--- src/core_bus_pkg.sv ---
// ================================================
// Bus address, data and byte-enable types, boot
// address and fetch buffer limits
// ================================================
package core_bus_pkg;

  // Byte address, used on both buses and for the PC
  typedef logic [31:0] addr_t;
  typedef logic [31:0] word_t;
  typedef logic [3:0]  be_t;

  localparam addr_t BOOT_ADDR = 32'h0000_0000;

  // Prefetch buffer depth, also the cap on fetches in flight
  localparam int FETCH_DEPTH = 2;

  // Counters hold 0..FETCH_DEPTH, pointers index the buffer
  typedef logic [$clog2(FETCH_DEPTH+1)-1:0] fetch_cnt_t;
  typedef logic [$clog2(FETCH_DEPTH)-1:0]   fetch_ptr_t;

endpackage

--- src/core_isa_pkg.sv ---
// ================================================
// RV32E subset encodings, instruction field types,
// ALU operations and execute FSM states
// ================================================
package core_isa_pkg;

  // Sixteen architectural registers
  typedef logic [3:0] reg_addr_t;

  typedef logic [6:0] opcode_t;
  typedef logic [2:0] funct3_t;
  typedef logic [6:0] funct7_t;

  localparam opcode_t OPC_OP     = 7'b0110011;
  localparam opcode_t OPC_OP_IMM = 7'b0010011;
  localparam opcode_t OPC_LOAD   = 7'b0000011;
  localparam opcode_t OPC_STORE  = 7'b0100011;
  localparam opcode_t OPC_SYSTEM = 7'b1110011;

  localparam funct3_t FUNCT3_ADD  = 3'b000;
  localparam funct3_t FUNCT3_WORD = 3'b010;

  // Selects SUB over ADD for register-register ops
  localparam funct7_t FUNCT7_SUB = 7'b0100000;

  typedef enum logic {ALU_ADD, ALU_SUB} alu_op_e;

  typedef enum logic [1:0] {EX_RUN, EX_WAIT_MEM, EX_HALT} exec_state_e;

endpackage

--- src/core_exec.sv ---
// ================================================
// Decode and execute stage, ALU, load/store
// hand-off to the LSU and halt on ECALL
// ================================================
module core_exec
  import core_bus_pkg::*;
  import core_isa_pkg::*;
(
  input  logic      clk_i,
  input  logic      rst_i,
  input  logic      instr_valid_i,
  input  word_t     instr_word_i,
  input  addr_t     instr_pc_i,
  output logic      instr_take_o,
  output logic      halt_o,
  output reg_addr_t rf_raddr_a_o,
  output reg_addr_t rf_raddr_b_o,
  input  word_t     rf_rdata_a_i,
  input  word_t     rf_rdata_b_i,
  output logic      rf_we_o,
  output reg_addr_t rf_waddr_o,
  output word_t     rf_wdata_o,
  output logic      lsu_start_o,
  output logic      lsu_we_o,
  output addr_t     lsu_addr_o,
  output word_t     lsu_wdata_o,
  input  logic      lsu_done_i,
  input  word_t     lsu_rdata_i
);

  exec_state_e state_q;
  exec_state_e state_d;
  opcode_t     opcode;
  funct3_t     funct3;
  funct7_t     funct7;
  reg_addr_t   rd;
  reg_addr_t   ld_rd_q;
  word_t       imm_i;
  word_t       imm_s;
  word_t       alu_b;
  word_t       alu_res;
  alu_op_e     alu_op;
  logic        exec_ok;
  logic        is_op;
  logic        is_op_imm;
  logic        is_load;
  logic        is_store;
  logic        is_ecall;
  logic        ld_q;
  logic        ld_wb;

  // Field extraction, RV32E register indices are four bits
  assign opcode       = opcode_t'(instr_word_i[6:0]);
  assign rd           = instr_word_i[10:7];
  assign funct3       = instr_word_i[14:12];
  assign funct7       = instr_word_i[31:25];
  assign rf_raddr_a_o = instr_word_i[18:15];
  assign rf_raddr_b_o = instr_word_i[23:20];

  assign imm_i = {{20{instr_word_i[31]}}, instr_word_i[31:20]};
  assign imm_s = {{20{instr_word_i[31]}}, instr_word_i[31:25], instr_word_i[11:7]};

  // One word per cycle while running
  assign instr_take_o = (state_q == EX_RUN) && instr_valid_i;
  // A misaligned fetch address executes as a no-op
  assign exec_ok      = instr_take_o && (instr_pc_i[1:0] == 2'b00);

  assign is_op     = exec_ok && (opcode == OPC_OP) && (funct3 == FUNCT3_ADD);
  assign is_op_imm = exec_ok && (opcode == OPC_OP_IMM) && (funct3 == FUNCT3_ADD);
  assign is_load   = exec_ok && (opcode == OPC_LOAD) && (funct3 == FUNCT3_WORD);
  assign is_store  = exec_ok && (opcode == OPC_STORE) && (funct3 == FUNCT3_WORD);
  assign is_ecall  = exec_ok && (opcode == OPC_SYSTEM);

  // Shared adder also forms load and store addresses
  assign alu_op = (is_op && (funct7 == FUNCT7_SUB)) ? ALU_SUB : ALU_ADD;

  always_comb begin
    if (is_op) begin
      alu_b = rf_rdata_b_i;
    end else if (is_store) begin
      alu_b = imm_s;
    end else begin
      alu_b = imm_i;
    end
  end

  assign alu_res = (alu_op == ALU_SUB) ? (rf_rdata_a_i - alu_b) : (rf_rdata_a_i + alu_b);

  assign lsu_start_o = is_load || is_store;
  assign lsu_we_o    = is_store;
  assign lsu_addr_o  = alu_res;
  assign lsu_wdata_o = rf_rdata_b_i;

  // Load data is written at the edge it returns
  assign ld_wb      = (state_q == EX_WAIT_MEM) && lsu_done_i && ld_q;
  assign rf_we_o    = is_op || is_op_imm || ld_wb;
  assign rf_waddr_o = ld_wb ? ld_rd_q : rd;
  assign rf_wdata_o = ld_wb ? lsu_rdata_i : alu_res;

  assign halt_o = (state_q == EX_HALT);

  always_comb begin
    state_d = state_q;
    case (state_q)
      EX_RUN: begin
        if (lsu_start_o) begin
          state_d = EX_WAIT_MEM;
        end else if (is_ecall) begin
          state_d = EX_HALT;
        end
      end
      EX_WAIT_MEM: begin
        if (lsu_done_i) begin
          state_d = EX_RUN;
        end
      end
      default: state_d = EX_HALT;
    endcase
  end

  always_ff @(posedge clk_i) begin
    if (rst_i) begin
      state_q <= EX_RUN;
      ld_q    <= 1'b0;
    end else begin
      state_q <= state_d;
      if (lsu_start_o) begin
        ld_q <= is_load;
      end
    end
  end

  always_ff @(posedge clk_i) begin
    if (is_load) begin
      ld_rd_q <= rd;
    end
  end

endmodule

--- src/core_fetch.sv ---
// ================================================
// Fetch stage with instruction bus requests and a
// small in-order prefetch buffer
// ================================================
module core_fetch
  import core_bus_pkg::*;
  import core_isa_pkg::*;
(
  input  logic  clk_i,
  input  logic  rst_i,
  input  logic  fetch_enable_i,
  input  logic  halt_i,
  output logic  instr_req_o,
  output addr_t instr_addr_o,
  input  logic  instr_gnt_i,
  input  logic  instr_rvalid_i,
  input  word_t instr_rdata_i,
  output logic  instr_valid_o,
  output word_t instr_word_o,
  output addr_t instr_pc_o,
  input  logic  instr_take_i,
  output logic  idle_o
);

  addr_t      pc_q;
  addr_t      take_pc_q;
  fetch_cnt_t out_cnt_q;
  fetch_cnt_t buf_cnt_q;
  fetch_ptr_t wr_ptr_q;
  fetch_ptr_t rd_ptr_q;
  word_t      buf_q [FETCH_DEPTH];
  logic       en_q;
  logic       stop_q;
  logic       pend_q;
  logic       can_issue;
  logic       grant;
  logic       take;
  logic       ecall_seen;

  // Granted requests reserve a slot until their word is consumed
  assign can_issue = en_q && !stop_q && !halt_i &&
                     ((out_cnt_q + buf_cnt_q) < fetch_cnt_t'(FETCH_DEPTH));

  // A raised request is kept until the memory grants it
  assign instr_req_o  = can_issue || pend_q;
  assign instr_addr_o = pc_q;
  assign grant        = instr_req_o && instr_gnt_i;

  assign instr_valid_o = (buf_cnt_q != '0);
  assign instr_word_o  = buf_q[rd_ptr_q];
  assign instr_pc_o    = take_pc_q;
  assign take          = instr_take_i && instr_valid_o;

  // No point prefetching past an ECALL
  assign ecall_seen = instr_rvalid_i && (opcode_t'(instr_rdata_i[6:0]) == OPC_SYSTEM);

  assign idle_o = (out_cnt_q == '0) && !instr_req_o;

  always_ff @(posedge clk_i) begin
    if (rst_i) begin
      en_q      <= 1'b0;
      stop_q    <= 1'b0;
      pend_q    <= 1'b0;
      pc_q      <= BOOT_ADDR;
      take_pc_q <= BOOT_ADDR;
      out_cnt_q <= '0;
      buf_cnt_q <= '0;
      wr_ptr_q  <= '0;
      rd_ptr_q  <= '0;
    end else begin
      en_q   <= fetch_enable_i;
      pend_q <= instr_req_o && !instr_gnt_i;
      if (halt_i || ecall_seen) begin
        stop_q <= 1'b1;
      end
      if (grant) begin
        pc_q <= pc_q + 32'd4;
      end
      if (take) begin
        take_pc_q <= take_pc_q + 32'd4;
        rd_ptr_q  <= rd_ptr_q + 1'b1;
      end
      if (instr_rvalid_i) begin
        wr_ptr_q <= wr_ptr_q + 1'b1;
      end
      out_cnt_q <= out_cnt_q + fetch_cnt_t'(grant) - fetch_cnt_t'(instr_rvalid_i);
      buf_cnt_q <= buf_cnt_q + fetch_cnt_t'(instr_rvalid_i) - fetch_cnt_t'(take);
    end
  end

  // Returned words land in arrival order
  always_ff @(posedge clk_i) begin
    if (instr_rvalid_i) begin
      buf_q[wr_ptr_q] <= instr_rdata_i;
    end
  end

endmodule

--- src/core_lsu.sv ---
// ================================================
// Load-store unit driving the data bus, one word
// access in flight
// ================================================
module core_lsu
  import core_bus_pkg::*;
(
  input  logic  clk_i,
  input  logic  rst_i,
  input  logic  lsu_start_i,
  input  logic  lsu_we_i,
  input  addr_t lsu_addr_i,
  input  word_t lsu_wdata_i,
  output logic  lsu_done_o,
  output word_t lsu_rdata_o,
  output logic  data_req_o,
  output addr_t data_addr_o,
  output logic  data_we_o,
  output be_t   data_be_o,
  output word_t data_wdata_o,
  input  logic  data_gnt_i,
  input  logic  data_rvalid_i,
  input  word_t data_rdata_i
);

  logic  req_q;
  logic  wait_q;
  logic  idle;
  logic  we_q;
  addr_t addr_q;
  word_t wdata_q;

  assign idle = !req_q && !wait_q;

  // Request waits for grant, then the access waits for rvalid
  always_ff @(posedge clk_i) begin
    if (rst_i) begin
      req_q  <= 1'b0;
      wait_q <= 1'b0;
    end else begin
      if (idle && lsu_start_i) begin
        req_q <= 1'b1;
      end else if (req_q && data_gnt_i) begin
        req_q <= 1'b0;
      end
      if (req_q && data_gnt_i) begin
        wait_q <= 1'b1;
      end else if (data_rvalid_i) begin
        wait_q <= 1'b0;
      end
    end
  end

  always_ff @(posedge clk_i) begin
    if (idle && lsu_start_i) begin
      we_q    <= lsu_we_i;
      addr_q  <= lsu_addr_i;
      wdata_q <= lsu_wdata_i;
    end
  end

  assign data_req_o   = req_q;
  assign data_addr_o  = addr_q;
  assign data_we_o    = we_q;
  assign data_wdata_o = wdata_q;
  // Word accesses only
  assign data_be_o    = '1;

  assign lsu_done_o  = data_rvalid_i;
  assign lsu_rdata_o = data_rdata_i;

endmodule

--- src/core_regfile.sv ---
// ================================================
// Sixteen-entry register file with x0 tied to zero
// ================================================
module core_regfile
  import core_bus_pkg::*;
  import core_isa_pkg::*;
(
  input  logic      clk_i,
  input  logic      rst_i,
  input  reg_addr_t raddr_a_i,
  input  reg_addr_t raddr_b_i,
  output word_t     rdata_a_o,
  output word_t     rdata_b_o,
  input  logic      we_i,
  input  reg_addr_t waddr_i,
  input  word_t     wdata_i
);

  word_t regs_q [16];

  // Writes to x0 are dropped so it keeps its reset value
  always_ff @(posedge clk_i) begin
    if (rst_i) begin
      for (int i = 0; i < 16; i++) begin
        regs_q[i] <= '0;
      end
    end else if (we_i && (waddr_i != '0)) begin
      regs_q[waddr_i] <= wdata_i;
    end
  end

  assign rdata_a_o = regs_q[raddr_a_i];
  assign rdata_b_o = regs_q[raddr_b_i];

endmodule

--- src/core_top.sv ---
// ================================================
// Core top level, fetch, execute, register file
// and LSU with sleep indication
// ================================================
module core_top
  import core_bus_pkg::*;
  import core_isa_pkg::*;
(
  input  logic  clk_i,
  input  logic  rst_i,
  input  logic  fetch_enable_i,
  output logic  instr_req_o,
  output addr_t instr_addr_o,
  input  logic  instr_gnt_i,
  input  logic  instr_rvalid_i,
  input  word_t instr_rdata_i,
  output logic  data_req_o,
  output addr_t data_addr_o,
  output logic  data_we_o,
  output be_t   data_be_o,
  output word_t data_wdata_o,
  input  logic  data_gnt_i,
  input  logic  data_rvalid_i,
  input  word_t data_rdata_i,
  output logic  core_sleep_o
);

  logic      instr_valid;
  word_t     instr_word;
  addr_t     instr_pc;
  logic      instr_take;
  logic      halt;
  logic      fetch_idle;
  reg_addr_t rf_raddr_a;
  reg_addr_t rf_raddr_b;
  word_t     rf_rdata_a;
  word_t     rf_rdata_b;
  logic      rf_we;
  reg_addr_t rf_waddr;
  word_t     rf_wdata;
  logic      lsu_start;
  logic      lsu_we;
  addr_t     lsu_addr;
  word_t     lsu_wdata;
  logic      lsu_done;
  word_t     lsu_rdata;

  core_fetch u_fetch (
    .clk_i          (clk_i),
    .rst_i          (rst_i),
    .fetch_enable_i (fetch_enable_i),
    .halt_i         (halt),
    .instr_req_o    (instr_req_o),
    .instr_addr_o   (instr_addr_o),
    .instr_gnt_i    (instr_gnt_i),
    .instr_rvalid_i (instr_rvalid_i),
    .instr_rdata_i  (instr_rdata_i),
    .instr_valid_o  (instr_valid),
    .instr_word_o   (instr_word),
    .instr_pc_o     (instr_pc),
    .instr_take_i   (instr_take),
    .idle_o         (fetch_idle)
  );

  core_exec u_exec (
    .clk_i         (clk_i),
    .rst_i         (rst_i),
    .instr_valid_i (instr_valid),
    .instr_word_i  (instr_word),
    .instr_pc_i    (instr_pc),
    .instr_take_o  (instr_take),
    .halt_o        (halt),
    .rf_raddr_a_o  (rf_raddr_a),
    .rf_raddr_b_o  (rf_raddr_b),
    .rf_rdata_a_i  (rf_rdata_a),
    .rf_rdata_b_i  (rf_rdata_b),
    .rf_we_o       (rf_we),
    .rf_waddr_o    (rf_waddr),
    .rf_wdata_o    (rf_wdata),
    .lsu_start_o   (lsu_start),
    .lsu_we_o      (lsu_we),
    .lsu_addr_o    (lsu_addr),
    .lsu_wdata_o   (lsu_wdata),
    .lsu_done_i    (lsu_done),
    .lsu_rdata_i   (lsu_rdata)
  );

  core_regfile u_regfile (
    .clk_i     (clk_i),
    .rst_i     (rst_i),
    .raddr_a_i (rf_raddr_a),
    .raddr_b_i (rf_raddr_b),
    .rdata_a_o (rf_rdata_a),
    .rdata_b_o (rf_rdata_b),
    .we_i      (rf_we),
    .waddr_i   (rf_waddr),
    .wdata_i   (rf_wdata)
  );

  core_lsu u_lsu (
    .clk_i         (clk_i),
    .rst_i         (rst_i),
    .lsu_start_i   (lsu_start),
    .lsu_we_i      (lsu_we),
    .lsu_addr_i    (lsu_addr),
    .lsu_wdata_i   (lsu_wdata),
    .lsu_done_o    (lsu_done),
    .lsu_rdata_o   (lsu_rdata),
    .data_req_o    (data_req_o),
    .data_addr_o   (data_addr_o),
    .data_we_o     (data_we_o),
    .data_be_o     (data_be_o),
    .data_wdata_o  (data_wdata_o),
    .data_gnt_i    (data_gnt_i),
    .data_rvalid_i (data_rvalid_i),
    .data_rdata_i  (data_rdata_i)
  );

  // Asleep once halted and the fetch bus has drained
  assign core_sleep_o = halt && fetch_idle;

endmodule

--- config.mk ---
export PLATFORM = sky130hd
export DESIGN_NAME = core_top
export DESIGN_NICKNAME = d
export VERILOG_FILES = /design/src/core_bus_pkg.sv /design/src/core_isa_pkg.sv /design/src/core_exec.sv /design/src/core_fetch.sv /design/src/core_lsu.sv /design/src/core_regfile.sv /design/src/core_top.sv
export SDC_FILE = /design/constraint.sdc
export NUM_CORES = 2
export LEC_CHECK = 0
export BUFFER_PORTS_ARGS = -buffer_cell sky130_fd_sc_hd__buf_2
export CAP_MARGIN = 10
export CORE_ASPECT_RATIO = 1.4
export CORE_UTILIZATION = 58
export CTS_BUF_LIST = sky130_fd_sc_hd__clkbuf_8
export CTS_CLUSTER_DIAMETER = 200
export DETAILED_ROUTE_END_ITERATION = 8
export PLACE_DENSITY = 0.77
export SLEW_MARGIN = 20
export SYNTH_ARGS = -nofsm -noshare
export SYNTH_HDL_FRONTEND = slang
export SYNTH_SLANG_ARGS = --single-unit
--- constraint.sdc ---
create_clock -name clk_i -period 11.7 [get_ports clk_i]
set_input_delay 0.585 -clock clk_i [delete_from_list [all_inputs] [get_ports clk_i]]
set_output_delay 0.585 -clock clk_i [all_outputs]
set_load 0.01 [all_outputs]
Yosys cells after proc, flatten, opt, wreduce, memory -nomap -nowiden
Memory sizes are Yosys's and may differ from the RTL's. A register that Yosys moved wholly into a read port is not among the register bits.
Index checks and enable logic that the tools add are counted.
{ "word_totals": {"in_bits": 71, "ramBits": 576, "register_bits": 147, "mem_count": 2} }
{ "mem_list": {"columns": ["memory", "words", "width", "rd", "rd_clocked_by_memory_dff", "write_ports", "line_no", "source"], "rows": [
  ["u_regfile.regs_q", 16, 32, 2, 0, 16, "core_regfile.sv:19", "word_t regs_q [16];"],
  ["u_fetch.buf_q", 2, 32, 1, 1, 1, "core_fetch.sv:31", "word_t buf_q [FETCH_DEPTH];"]
]} }
{ "classes": {"n_addsub": 11, "reduce_logical": 48, "n_eq_ne": 12, "order_cmp": 1, "mux": 26} }
{ "op_table": {"columns": ["op", "n"], "rows": [
  ["two-way mux 32 bit", 4],
  ["adder 32 x 3 -> 32 bit, second input constant", 2],
  ["adder 32 bit", 1],
  ["OR reduction 32 bit", 1],
  ["subtractor 32 bit", 1],
  ["logical AND 1 bit", 27],
  ["equality test 7 x 6 -> 1 bit, second input constant", 3],
  ["two-way mux 1 bit", 15],
  ["equality test 7 bit, second input constant", 2],
  ["two-way mux 4 bit", 2],
  ["equality test 7 x 2 -> 1 bit, second input constant", 1],
  ["equality test 7 x 5 -> 1 bit, second input constant", 1],
  ["zero test 1 bit", 6],
  ["zero test 2 bit", 3],
  ["two-way mux 2 bit", 3],
  ["nonzero test 2 bit", 3],
  ["logical OR 1 bit", 5],
  ["two-way mux 5 bit", 1],
  ["adder 2 x 1 -> 2 bit", 2],
  ["one-hot mux 2 bit (2 select lines)", 1],
  ["nonzero test 4 bit", 1],
  ["subtractor 2 x 1 -> 2 bit", 2],
  ["equality test 3 x 2 -> 1 bit, second input constant", 1],
  ["zero test 3 bit", 1],
  ["other kinds (8)", 9]
]} }

Longest topological paths before layout
{ "logic_depth": {"word_depth": 13, "ltp_mapped": 31, "ltp_nobuf": 26} }

Hierarchy
Synthesis repeated with hierarchy kept, for this count alone.
{ "unflattened": {"hier_cells": 2851, "area_unflattened_um2": 38279.2} }
{ "modules_own_cells": {"columns": ["mod", "cells_each", "area_each_um2", "n_inst"], "rows": [
  ["core_regfile", 1652, 26330.3, 1],
  ["core_fetch", 493, 5610.4, 1],
  ["core_exec", 594, 4015.1, 1],
  ["core_lsu", 111, 2317.2, 1],
  ["core_top", 1, 6.3, 1]
]} }

Worst setup path after synthesis
OpenSTA, ideal clock, no wires.
{ "synth_path": {"path_kind": "register to register", "startpoint": "register (tool-made name)", "endpoint": "memory u_regfile.regs_q[11][31] (netlist name) (data pin)", "setup_slack_ns": 4.823, "t_arrival_ns": 6.620, "synth_period_minus_slack_ns": 6.877, "n_path_buf": 5, "stages_incl_launch_ff": 29, "required_time_ns": 11.443, "cell_sequence": "dfxtp_1 buf_6 or3_1 a2111o_1 or4b_2 clkbuf_1 clkbuf_1 mux2i_1 ha_1 o221ai_1 nor2_1 nand3_2 and3_1 clkbuf_1 a21oi_1 ha_1 a21o_1 a21oi_1 o21ai_0 a21o_1 a21oi_1 a31oi_1 a311o_1 a221o_1 xnor2_1 xnor2_4 mux2i_4 buf_6 nor2_2"} }
{ "synth_rtl": {"columns": ["element", "line_no"], "rows": [
  ["end, declared", "core_regfile.sv:19"]
]} }

==> out/results.ini <==
[power]
p_clk_frac=0.200
power_density_mw_per_mm2=237
internal_power_mw=5.26
peakVddDrop_mv=0.233
seqPwrFrac=0.311
switchingPower_mw=4.13
p_total_mw=9.39
p_leak_nw=14.6
p_comb_frac=0.489
swShare=0.440

[global_routing]
grt_max_degree=129
antenna_found_initial=2
grt_remaining_overflow=0
use_met3=0.0720
first_global_vias=26100
use_met2=0.595
grt_usage=0.370
grt_util_met1=0.425
grt_first_pass_wirelength_um=164000
grt-busiest-layer=met2

[layout]
fin_cells=3855
drive_gt1_frac=0.231
final_area_sq_mm=0.0395
final_core_util=0.650
syn_to_final_growth_pct=11.0
nets=3063
fillers=4420

[detailed_routing]
drc=0
wl_um=115000
vias=26300
dr.pass1.iters=6
avgRoutedWirePerCell_um=29.9
antenna_left=0
avgViaCountPerCell=6.82
drt_iter0_drc=3878

[logic_synthesis]
synth_most_common_cell=edfxtp_1
synth.top_cell.area_share=0.542
syn_avg_cell_area_sq_um=12.9
ys_warn_count=0
synth_edf_count=643
synthTopCellsByArea=edfxtp_1 54%, mux4_2 15%, nor2_1 6.3%, mux2i_1 2.7%, nand2_1 2.6%
syn_inst=2762
async_flop_share=0
netlist_top_cells_count=643 x edfxtp_1, 594 x nor2_1, 251 x nand2_1
yosysSeqAreaShare=0.567
yosysTopAreaCell=edfxtp_1
synth_ff_type=edfxtp_1
syn_area_sq_mm=0.0356
ys_types=80
ys_ff_latch=688

[timing]
relSlewSlack=0.136
rsz0062_at_grt=no
setup_viol=0
hold_violations=0
final.min_clock_period_ps=9630
setup_ws_ps=2070
tns_ps=0
slew_viol_final=0
post-route-period-util=0.823
skew_ps=68.7
max_freq_mhz=104
holdWs_ps=55.1
max_slew.worst_pin.slew_ps=1280

[place]
place_hpwl_um=70600
placed_area_sq_mm=0.0376
finalWeightedCongestion=0.945
post-place-ws_ps=2160
port-buffer-count=167
placed_cells=3664

[clock_network]
h-tree-depth=3
cts_tree=done
numCtsBuffers=103
clock-sinks=688
cts-resized-gates=0
path_clk_slew_ps=70
clockRootBuffer=clkbuf_8
cts_buffer_depth=3
insertion_delay_ps=760

[critical_path]
max_stage_delay_ps=860
path_buf_inv=2
crit_required_ps=12150
cpMaxStageDelayCell=buf_4
critical-path-top-delay-family=simple AND/OR/NAND/NOR gates
crit_fanout=69
critical_path.cell_chain=buf_4 -> mux2_8 -> buf_4 -> mux4_2 -> nand2_1 -> nand4b_1 -> or4_1 -> a21oi_1 -> nor4b_4 -> and3_1 -> o21ai_0 -> o21ai_0 -> ha_1 -> and3_1 -> and2_1 -> and4b_1 -> a21oi_1 -> a31oi_1 -> a311o_1 -> a221o_1 -> xnor2_1 -> xnor2_4 -> mux2i_4 -> nor2_1
critPathKind=reg -> reg
cp-start-kind=flop
ff2ff_setup_slack_ps=2070
cp-end-kind=flop
crit_arrival_ps=10080

[job]
drv_cap=0

[floorplan]
die_area_sq_mm=0.0624
ios=175
die_h_um=295
dieWidth_um=211
start_util=0.586
num_rows=107
core-area_sq_mm=0.0608

[run_status]
status=finished clean

[min_path]
worst_hold_path_type=in -> reg

==> worst paths after layout <==
check | cells past startpoint | start | to
worst max-delay path | 24 | flop | u_regfile.regs_q[1][31]$_SDFFCE_PN0P_
worst min-delay path | 1 | instr_rdata_i[13] | u_fetch.buf_q[1][13]$_DFFE_PP_
worst max register to register | 24 | flop | u_regfile.regs_q[1][31]$_SDFFCE_PN0P_
worst min register to register | 2 | u_lsu.wait_q$_SDFFE_PP0P_ | u_lsu.wait_q$_SDFFE_PP0P_
==> cells by family after synthesis <==
kind of cell               count (synthesis)  synth area share
xor gates and xnor gates                  92            0.0231
adders and majority gates                 38            0.0136
muxes                                    347             0.183
and+or+nand+nor                         1058             0.127
AOI/OAI and AO/OA                        305            0.0576
DFF                                      688             0.567
other                                      2          0.000211
buffers and inverters                    232            0.0287
==> worst reg2reg max path, delay by kind of cell, from the launching register on <==
kind / cells / cell delay [ps]
adders and majority gates: 1 / 310
xor gates and xnor gates: 2 / 550
muxes: 3 / 1970
DFF: 1 / 310
and+or+nand+nor: 9 / 2470
buffers and inverters: 2 / 1500
AOI/OAI and AO/OA: 7 / 2250
==> power groups by stage <==
stage	registers, mW	logic (mW)	clock network (mW)
after floorplan	2.94	2.89	0
after global placement	2.95	4.37	0
after detailed placement	2.96	4.44	0
after CTS	2.91	4.47	1.88
after global routing	2.92	4.77	1.98
final	2.91	4.59	1.88
==> area by class of cell <==
cell class | instances | area [sq um] | share of cell area
clock buffers | 107 | 1470 | 0.0373
multi-input cells | 1878 | 14700 | 0.372
clock inverters | 78 | 447 | 0.0113
repair buffers | 259 | 1560 | 0.0394
well taps | 817 | 1020 | 0.0259
inverters | 24 | 90.1 | 0.00228
diodes | 4 | 10.0 | 0.000253
flip-flops and latches | 688 | 20200 | 0.511
==> layout by cell type (no fill, tap or decap), types with 8 or more instances in the layout <==
master / instances
a211oi_1: 36
a21o_1: 17
a21oi_1: 60
a22oi_1: 24
a31oi_1: 52
and2_1: 30
and3_1: 22
buf_2: 166
buf_4: 89
clkbuf_8: 107
clkinv_1: 29
clkinv_2: 11
conb_1: 38
dfxtp_1: 44
edfxtp_1: 643
ha_1: 37
inv_1: 51
mux2_2: 8
mux2i_1: 83
mux4_2: 240
nand2_1: 251
nand2b_1: 10
nand2b_2: 15
nand3_1: 48
nand4_1: 11
nor2_1: 592
nor2_2: 12
nor3_1: 15
o21a_1: 11
o21ai_0: 46
o31ai_1: 10
or3_1: 8
xnor2_1: 39
xor2_1: 52
==> registers in the layout, summed over array words and instances, names as in the netlist, 2 cells and up, named ones only <==
signal                cells
u_fetch.buf_cnt_q         2
u_regfile.regs_q        512
u_lsu.data_wdata_o       32
u_lsu.data_addr_o        32
u_fetch.instr_addr_o     30
u_fetch.buf_q            62
u_exec.ld_rd_q            4
u_fetch.out_cnt_q         2
u_exec.state_q            2
==> layer usage <==
layer | routed length [um] | up-vias | share of wire
met5 | 0 | - | 0
li1 | - | 10700 | -
met4 | 11400 | 0 | 0.099
met1 | 35400 | 12800 | 0.31
met2 | 54600 | 2209 | 0.47
met3 | 13700 | 536 | 0.12
==> repair_timing <==
item	in CTS	in global routing
endpoints found under the hold margin	1	0
hold buffers	1	0
setup buffers	0	0
Note: power is estimated with default switching activity, not from simulation.
